--- config.mk ---
export PLATFORM = sky130hd
export DESIGN_NAME = wb_mem_port_flat
export DESIGN_NICKNAME = d
export VERILOG_FILES = /design/src/hw/dp_mem_pkg.sv /design/src/hw/mem_port_if.sv /design/src/hw/wb_mem_port.sv /design/src/flat_wrapper.sv
export VERILOG_INCLUDE_DIRS = /design/src /design/src/hw
export SDC_FILE = /design/constraint.sdc
export NUM_CORES = 1
export LEC_CHECK = 0
export ABC_CLOCK_PERIOD_IN_PS = 4300
export BUFFER_PORTS_ARGS = -buffer_cell sky130_fd_sc_hd__buf_2
export CORE_ASPECT_RATIO = 1.1
export CORE_MARGIN = 2
export CORE_UTILIZATION = 25
export CTS_CLUSTER_DIAMETER = 60
export DETAILED_ROUTE_END_ITERATION = 8
export PLACE_DENSITY = 0.56
export SETUP_SLACK_MARGIN = 0.05
export SLEW_MARGIN = 20
export SYNTH_ARGS = -nofsm -noshare
export SYNTH_HDL_FRONTEND = slang
export SYNTH_SLANG_ARGS = --single-unit
export TNS_END_PERCENT = 1
--- constraint.sdc ---
create_clock -name clk -period 4.3 [get_ports clk]
set_clock_uncertainty 0.1 [all_clocks]
set_input_delay 0.215 -clock clk [delete_from_list [all_inputs] [get_ports clk]]
set_output_delay 0.215 -clock clk [all_outputs]
set_load 0.01 [all_outputs]
--- src/hw/dp_mem_cfg.svh ---
// Dual-port memory widths shared by the package and the RAM.
`ifndef DP_MEM_CFG_SVH
`define DP_MEM_CFG_SVH

// Word width in bits, any multiple of 8.
`define MEM_DATA_WIDTH 32

// Word address width.
// 8 bits gives 256 words.
`define MEM_ADDR_WIDTH 8

// One byte lane per 8 data bits.
`define MEM_LANES (`MEM_DATA_WIDTH / 8)

`endif

--- src/hw/dp_mem_pkg.sv ---
// Dual-port memory types for the word, its address and its lane select.
`include "dp_mem_cfg.svh"

package dp_mem_pkg;

    // Word address into the array.
    typedef logic [`MEM_ADDR_WIDTH-1:0] mem_addr_t;

    // One select bit per byte lane.
    typedef logic [`MEM_LANES-1:0] mem_sel_t;

    // One memory word, seen whole or as byte lanes.
    typedef union packed {
        logic [`MEM_DATA_WIDTH-1:0]  word;
        logic [`MEM_LANES-1:0][7:0]  lanes;
    } mem_word_u;

endpackage

--- src/hw/mem_port_if.sv ---
// Memory port link carrying one request and its completion between adapter and RAM.
`timescale 1ns/1ns

interface mem_port_if
    import dp_mem_pkg::*;
();

    // Request side, a one-cycle pulse on req.
    logic      req;
    mem_addr_t addr;
    mem_word_u wdata;
    mem_sel_t  sel;
    logic      we;

    // Completion five cycles after req.
    mem_word_u rdata;
    logic      done;

    modport ctrl (
        output req,
        output addr,
        output wdata,
        output sel,
        output we,
        input  rdata,
        input  done
    );

    modport ram (
        input  req,
        input  addr,
        input  wdata,
        input  sel,
        input  we,
        output rdata,
        output done
    );

endinterface

--- src/hw/wb_mem_port.sv ---
// Wishbone classic slave adapter issuing one RAM request per bus cycle.
`timescale 1ns/1ns

module wb_mem_port
    import dp_mem_pkg::*;
(
    input  logic        clk,
    input  logic        rst,
    input  logic        cyc,
    input  logic        stb,
    input  logic        we,
    input  mem_addr_t   adr,
    input  mem_word_u   dat_w,
    input  mem_sel_t    sel,
    output mem_word_u   dat_r,
    output logic        ack,
    mem_port_if.ctrl    mem
);

    localparam logic [1:0] st_idle = 2'd0;
    localparam logic [1:0] st_wait = 2'd1;
    localparam logic [1:0] st_ack  = 2'd2;

    logic [1:0] state;
    logic       start;

    // New transfer only from idle.
    assign start = (state == st_idle) && cyc && stb;

    always_ff @(posedge clk or posedge rst) begin
        if (rst) begin
            state      <= st_idle;
            mem.req    <= 1'b0;
            ack        <= 1'b0;
            dat_r.word <= '0;
        end else begin
            mem.req <= 1'b0;
            ack     <= 1'b0;
            case (state)
                st_idle: begin
                    if (start) begin
                        mem.req <= 1'b1;
                        state   <= st_wait;
                    end
                end
                st_wait: begin
                    if (mem.done) begin
                        ack   <= 1'b1;
                        dat_r <= mem.rdata;
                        state <= st_ack;
                    end
                end
                st_ack: begin
                    // Strobe still belongs to the finished cycle.
                    state <= st_idle;
                end
                default: begin
                    state <= st_idle;
                end
            endcase
        end
    end

    // Request payload, held steady by the master anyway.
    always_ff @(posedge clk) begin
        if (start) begin
            mem.addr  <= adr;
            mem.wdata <= dat_w;
            mem.sel   <= sel;
            mem.we    <= we;
        end
    end

    // A request is issued only on leaving idle.
    a_req_from_idle: assert property (@(posedge clk) disable iff (rst)
        mem.req |-> $past(state) == st_idle);

    // Master keeps cyc up until it sees ack.
    a_ack_in_cyc: assert property (@(posedge clk) disable iff (rst)
        ack |-> cyc);

    // RAM completes only the access we are waiting for.
    a_done_in_wait: assert property (@(posedge clk) disable iff (rst)
        mem.done |-> state == st_wait);

endmodule

--- src/flat_wrapper.sv ---
// flat-port wrapper written by rule: the top's interface ports become plain ports
module wb_mem_port_flat import dp_mem_pkg::*;
  (clk, rst, cyc, stb, we, adr, dat_w, sel, dat_r, ack, mem_req, mem_addr, mem_wdata, mem_sel, mem_we, mem_rdata, mem_done);
  mem_port_if mem_i ();
  input  logic clk;
  input  logic rst;
  input  logic cyc;
  input  logic stb;
  input  logic we;
  input  mem_addr_t adr;
  input  mem_word_u dat_w;
  input  mem_sel_t sel;
  output mem_word_u dat_r;
  output logic ack;
  output wire logic [$bits(mem_i.req)-1:0] mem_req;
  output wire logic [$bits(mem_i.addr)-1:0] mem_addr;
  output wire logic [$bits(mem_i.wdata)-1:0] mem_wdata;
  output wire logic [$bits(mem_i.sel)-1:0] mem_sel;
  output wire logic [$bits(mem_i.we)-1:0] mem_we;
  input wire logic [$bits(mem_i.rdata)-1:0] mem_rdata;
  input wire logic [$bits(mem_i.done)-1:0] mem_done;
  assign mem_req = mem_i.req;
  assign mem_addr = mem_i.addr;
  assign mem_wdata = mem_i.wdata;
  assign mem_sel = mem_i.sel;
  assign mem_we = mem_i.we;
  assign mem_i.rdata = mem_rdata;
  assign mem_i.done = mem_done;
  wb_mem_port u_core (.clk(clk), .rst(rst), .cyc(cyc), .stb(stb), .we(we), .adr(adr), .dat_w(dat_w), .sel(sel), .dat_r(dat_r), .ack(ack), .mem(mem_i));
endmodule
==> Word-level counts from Yosys, hierarchy flattened <==
Index checks and enable logic that the tools add are counted.
{ "totals": {"reg_bits": 81, "input_bits": 82, "elab_cells": 23} }
{ "classes": {"n_mux": 7, "n_reduce_logical": 5, "n_eq_ne": 3} }
{ "op_table": {"columns": ["op", "n"], "rows": [
  ["1-bit two-way mux", 4],
  ["2-bit two-way mux", 2],
  ["2-bit case mux with 2 select lines", 1],
  ["2-bit AND reduction", 2],
  ["2-bit by 1-bit == test with 1-bit output (second input constant)", 1],
  ["1-bit logical AND", 2],
  ["2-bit zero test", 1],
  ["2-bit by 1-bit inequality test with 1-bit output (second input constant)", 1],
  ["2-bit inequality test (second input constant)", 1]
]} }

==> Logic depth before layout (Yosys ltp) <==
Gate-level depths: netlist of run 1.
{ "logic_depth": {"word_depth": 5, "ltp_mapped": 3, "ltp_nobuf": 2} }

==> Least setup slack after synthesis of run 1 <==
No wires, ideal clock.
{ "synth_path": {"path_kind": "flip-flop to flip-flop", "startpoint": "register u_core.state[0]", "endpoint": "register u_core.mem.addr[0], enable pin", "path_buffers": 0, "arrival_ps": 3565, "slack_ps": 132, "stages_incl_launch_ff": 2, "setup_ps": 503, "required_time_ps": 3697, "synth_period_minus_slack_ps": 4168, "cell_sequence": "dfrtp_1 > nor3_1"} }
{ "synth_between": {"elab_chain_cells": 3} }
{ "synth_rtl": {"columns": ["element", "line", "text"], "rows": [
  ["from (decl)", "wb_mem_port.sv:24", "logic [1:0] state;"],
  ["from (signal assigned)", "wb_mem_port.sv:32", "state <= st_idle;"],
  ["from (signal assigned)", "wb_mem_port.sv:43", "state <= st_wait;"],
  ["from (signal assigned)", "wb_mem_port.sv:50", "state <= st_ack;"],
  ["2-bit zero test", "wb_mem_port.sv:28", "assign start = (state == st_idle) && cyc && stb;"],
  ["1-bit logical AND (2 in a row)", "wb_mem_port.sv:28", null],
  ["named net u_core.start", "wb_mem_port.sv:25", "logic start;"],
  ["to (signal assigned)", "wb_mem_port.sv:67", "mem.addr <= adr;"],
  ["to (decl)", "mem_port_if.sv:21", "output addr,"]
]} }
The timed path passes the listed nets, and every way through them passes these cells.
A chain may end at the register's enable or synchronous reset.

==> Worst setup path in the final report of run 1 <==
{ "layout_path": {"startpoint": "register u_core.state[1]", "endpoint": "register u_core.dat_r[29] (netlist name)"} }
{ "layout_between": {"elab_chain_cells": 2} }
{ "layout_rtl": {"columns": ["element", "line", "text"], "rows": [
  ["2-bit by 1-bit == test with 1-bit output", "wb_mem_port.sv:39", "case (state)"],
  ["2-bit AND reduction (no line)", null, null],
  ["to (signal assigned)", "wb_mem_port.sv:49", "dat_r <= mem.rdata;"],
  ["to (decl)", "wb_mem_port.sv:15", "output mem_word_u dat_r,"]
]} }
No other way between the ends.

==> reports/results.txt, run 1 <==
Setup Crit Path Kind - reg2reg
Die Y - 115 µm
placed cell count - 432
Worst EP arrival - 1.84 ns
RSZ-0062 raised after global routing - false
Via density - 3.81
Slew @ Worst Pin - 0.663 ns
GR Util All Layers - 10.7%
routed wire length - 6.27 mm
vias in the first global route - 2020
Finish-stage setup viols - 0
post-synthesis sequential area ratio - 80.0%
final hold vios - 0
leakage - 2.19 nW
Cells after Synth - 126
DP Worst Slack - 2.55 ns
DR WL/cell - 12.6 µm
CTS tree - done
r2r setup slk - 2.57 ns
crit end category - flip-flop
CTS Sinks - 81
ANT cells - 0
Yosys warnings - 0
status - finished clean
Critical-path top delay cell - nand3b_4
most common cell in the netlist - edfxtp_1
gpl congestion - 0.643
Synth async-reset ratio - 44.4%
CTS H-Tree Depth - 3
Post-DRT Antenna Nets - 0
port bufs - 160
chip width - 105 µm
cell taking the most area after synthesis - edfxtp_1
Net Count, Synth - 208
CP Buf/Inv Count - 0
CTS Buf Count - 9
Final Non-Filler Cells - 497
crit-path leading delay family - simple AND/OR/NAND/NOR gates
CTS Root Cell - clkbuf_16
Rel. slew slack - 55.8%
Final min period - 1.73 ns
global route overflow - 0
Critical Path RT - 4.41 ns
first-pass GRT wire length - 9.85 mm
Synth Register Bits - 81
Critical Path Start - u_core.state[1]
Fin Setup TNS - 0 ns
worst reg2reg endpoint - u_core.dat_r[29]
io pins - 161
Hold Path Class - in2reg
number of synthesized flops with an enable pin - 45
area of the die - 0.0121 mm²
worst skew pair latency - 0.33 ns
hpwl dp - 4.20 mm
CP Cell Sequence - nand3b_4, mux2_4
crit path to - u_core.dat_r[29]
max-slew violation count - 0
Crit Path Max Fanout - 34
area grow syn2layout - 63.8%
Slowest Stage Delay on Critical Path - 0.58 ns
Worst VDD drop - 0.229 mV
top cell type's share of synthesized area - 48.0%
Achievable Freq - 578 MHz
Post-CTS Resized - 0
Hold WS - 0.0134 ns
Detailed Routing Iterations Pass 1 - 4
element type at the critical path start - flip-flop
top post-synthesis cells by count - edfxtp_1 (45), dfrtp_1 (36), mux2_4 (28)
# DRC - 0
fraction of layout cells with a size suffix above 1 - 60.0%
largest net degree at the start of global routing - 46
core area - 0.0110 mm²
Initial DRC Count - 73
Final period util - 40.3%
mapped cell area - 0.00282 mm²
synth unique cells - 12
clock-pin transition on the worst setup and hold timing paths - 0.06 ns
reg2reg path depth - 2
detailed-route via count - 1894
syn avg cell area - 22.3 µm²
row count - 40
r2r startpoint - u_core.state[1]
clk buf depth - 2
WP depth - 2
pwr dens - 517 mW/mm²
Nets - 427
Starting Density - 25.7%
Top FF cell, synth - edfxtp_1
top cells by area, synth - edfxtp_1 (48%), dfrtp_1 (32%), mux2_4 (15%)
initial antenna violation count - 0
max-cap violation count - 0
Setup WS post-layout - 2.57 ns
fill count - 1019
[cells by family after synthesis]
kind of cell,after synthesis,share of synthesized area [%]
mux,32,16.5
buf+inv,6,1.60
simple gates,6,1.69
flops,81,80.0
compound gates,1,0.178
[stage by stage]
step / power [mW] / utilization, % / instance area, µm²
floorplan: 1.31 / - / 2820
global placement: 1.51 / 34.5 / 3790
detailed placement: 1.52 / 34.5 / 3790
CTS: 2.42 / 41.8 / 4580
global route: 2.51 / 42.1 / 4610
finish: 2.38 / 42.1 / 4610
[cell usage in the layout, fill, tap and decap left out]
| cell type | n |
|---|---|
| bufinv_16 | 3 |
| nand2_1 | 1 |
| dlygate4sd3_1 | 49 |
| clkinv_1 | 1 |
| clkbuf_1 | 1 |
| edfxtp_1 | 45 |
| dfrtp_1 | 36 |
| buf_2 | 160 |
| nand2b_1 | 1 |
| nor3_1 | 1 |
| nand3b_4 | 1 |
| mux2_4 | 28 |
| nand3b_1 | 1 |
| mux2_2 | 4 |
| buf_4 | 2 |
| clkinvlp_4 | 1 |
| nor3_2 | 1 |
| inv_1 | 3 |
| clkinv_2 | 1 |
| a21oi_1 | 1 |
| clkbuf_16 | 9 |
[layout make-up]
type	instances	area, µm²	share of cell area [%]
inverters	3	11.3	0.244
repair buffers	211	1310	28.3
clock buffers	10	229	4.96
clock inverters	6	106	2.31
well taps	147	184	3.99
flip-flops and latches	81	2250	48.8
multi-input cells	39	523	11.3
[worst min-delay path by stage]
stage                             start  depth (start not counted)                  to
final                     mem_rdata[13]                          2    u_core.dat_r[13]
after global routing      mem_rdata[17]                          2    u_core.dat_r[17]
after CTS                 mem_rdata[21]                          2    u_core.dat_r[21]
after detailed placement            rst                          3    u_core.dat_r[13]
after global placement              rst                          3    u_core.dat_r[13]
after floorplan                  adr[0]                          0  u_core.mem.addr[0]
[what timing repair did]
action	4_1_cts	5_1_grt
endpoints found under the hold margin	81	3
hold buffers	46	3
buffers inserted	0	0
[sequential cells by signal, indices dropped and copies added, names as in the netlist]
| register | cells |
|---|---|
| u_core.dat_r | 32 |
| u_core.state | 2 |
| u_core.mem.wdata | 32 |
| u_core.mem.we | 1 |
| u_core.mem.sel | 4 |
| u_core.ack | 1 |
| u_core.mem.addr | 8 |
| u_core.mem.req | 1 |
[power by group]
group,internal [mW],switching [mW]
sequential,0.969,0.0694
clock,0.564,0.286
combinational,0.295,0.199
total,1.83,0.555
[layer usage]
metal,up-vias,wire (µm),track usage [%],part of all wire (%)
li1,900,-,-,-
met1,876,2630,12.6,42
met2,114,3040,17.8,48
met3,4,565,4.31,9.0
met4,0,43,3.47,0.69
met5,-,0,0,0
No activity file was read; power rests on OpenSTA's default activity.
==> run 2: changes to the inputs <==
- ABC_CLOCK_PERIOD_IN_PS: 4300 -> 1700
- PLACE_DENSITY: 0.56 -> 0.54
- clock period: 4.3 -> 1.7 ns (I/O delays scaled with it)
==> run 2 against run 1 <==
Net effect: critical path depth rose by 1; critical path type unchanged; fmax is 13% higher; largest power group unchanged; cell count increased by 6.8%; clock-buffer cell count is the same.
==> reports/results.txt, run 2 (same netlist as run 1, synthesis figures left out) <==
CTS Sinks - 81
Final Non-Filler Cells - 531
max-cap violation count - 0
chip width - 105 µm
worst skew pair latency - 0.32 ns
post-layout util - 45.5%
detailed-route via count - 2054
fill count - 947
Final period util - 90.0%
Cell Area, Placed - 0.00382 mm²
Finish-stage setup viols - 0
core area - 0.0110 mm²
CTS Root Cell - clkbuf_16
Critical Path RT - 1.86 ns
RSZ-0062 raised after global routing - false
routed wire length - 6.91 mm
Fin Setup TNS - 0 ns
placed cell count - 433
pwr dens - 1240 mW/mm²
CTS tree - done
DP Worst Slack - 0.246 ns
Post-CTS Setup Bufs - 0
vias in the first global route - 2179
Largest regs - u_core.dat_r x32, u_core.mem.wdata x32, u_core.mem.addr x8
io pins - 161
r2r setup slk - 0.17 ns
initial antenna violation count - 0
clk buf depth - 2
Worst EP arrival - 1.69 ns
Worst VDD drop - 0.541 mV
Post-CTS Resized - 0
CTS Buf Count - 9
Via density - 3.87
CTS H-Tree Depth - 3
Starting Density - 25.7%
global route overflow - 0
Setup Crit Path Kind - reg2reg
area of the die - 0.0121 mm²
leakage - 2.34 nW
Nets - 461
port bufs - 160
# DRC - 0
area grow syn2layout - 77.2%
met2 GRT Util - 19.1%
largest net degree at the start of global routing - 46
element type at the critical path start - flip-flop
DR WL/cell - 13.0 µm
GR Util met1 - 13.5%
cts hold-fix bufs - 82
status - finished clean
footprint of the multi-input gates - 529 µm²
Setup WS post-layout - 0.170 ns
Achievable Freq - 654 MHz
GR peak layer - met2
GR Util All Layers - 11.5%
Post-DRT Antenna Nets - 0
ANT cells - 0
crit end category - flip-flop
Initial DRC Count - 61
met3 usage - 4.20%
commonest non-fill, non-tap cell in the layout - buf_2
Die Y - 115 µm
Hold Path Class - in2async
Crit Path Max Fanout - 5
Slew @ Worst Pin - 0.461 ns
final hold vios - 0
Rel. slew slack - 69.3%
most frequent cells in the layout - buf_2 (160), dlygate4sd3_1 (82), edfxtp_1 (45)
row count - 40
first-pass GRT wire length - 10.6 mm
gpl congestion - 0.681
Detailed Routing Iterations Pass 1 - 4
clock-pin transition on the worst setup and hold timing paths - 0.06 ns
Reg area - 0.00225 mm²
Final min period - 1.53 ns
fraction of layout cells with a size suffix above 1 - 55.2%
design area - 0.00499 mm²
max-slew violation count - 0
## run 2: cell types whose count changed in the layout (fill, tap and decap cells not counted), sizes merged
cell / before / now
clkinv: 2 / 1
buf: 162 / 163
dlygate4sd3: 49 / 82
inv: 3 / 4
## run 2: worst paths after layout
path	startpoint	endpoint	cells after the start
worst max-delay path	u_core.state[0]	u_core.state[0]	3
worst min-delay path	rst	u_core.dat_r[9]	4
worst max register to register	u_core.state[0]	u_core.state[0]	3
worst min register to register	u_core.dat_r[17]	u_core.dat_r[17]	1
max in group asynchronous	rst	u_core.state[1]	4
min in group clk	dat_w[20]	u_core.mem.wdata[20]	2
## run 2: worst max-delay path, stage by stage, from the launching register on
cell,delay (ns)
dfrtp_1,0.46
nand3b_1,0.19
dlygate4sd3_1,0.57
a21oi_1,0.14
## run 2: power by group
group	leakage [nW]	switching (mW)	internal (mW)
sequential	0.847	0.190	2.45
clock	0.163	0.766	1.44
combinational	1.33	0.522	0.806
total	2.34	1.48	4.70
## run 2: through the flow
| stage | power, mW | hold slack, ns |
|---|---|---|
| after floorplan | 3.32 | 0.0839 |
| after global placement | 3.84 | 0.121 |
| after detailed placement | 3.86 | 0.129 |
| after CTS | 6.25 | 0.317 |
| after global routing | 6.49 | 0.346 |
| final | 6.18 | 0.340 |
## run 2: layer usage
| metal | up-vias | wire length [µm] |
|---|---|---|
| li1 | 970 | - |
| met1 | 953 | 2870 |
| met2 | 120 | 3340 |
| met3 | 11 | 617 |
| met4 | 0 | 89 |
| met5 | - | 0 |
## run 2: final cells by class
| class | instances | share of cell area [%] |
|---|---|---|
| clock buffers | 10 | 4.59 |
| repair buffers | 245 | 33.5 |
| flip-flops and latches | 81 | 45.1 |
| well taps | 147 | 3.69 |
| clock inverters | 6 | 2.31 |
| inverters | 3 | 0.226 |
| multi-input cells | 39 | 10.6 |
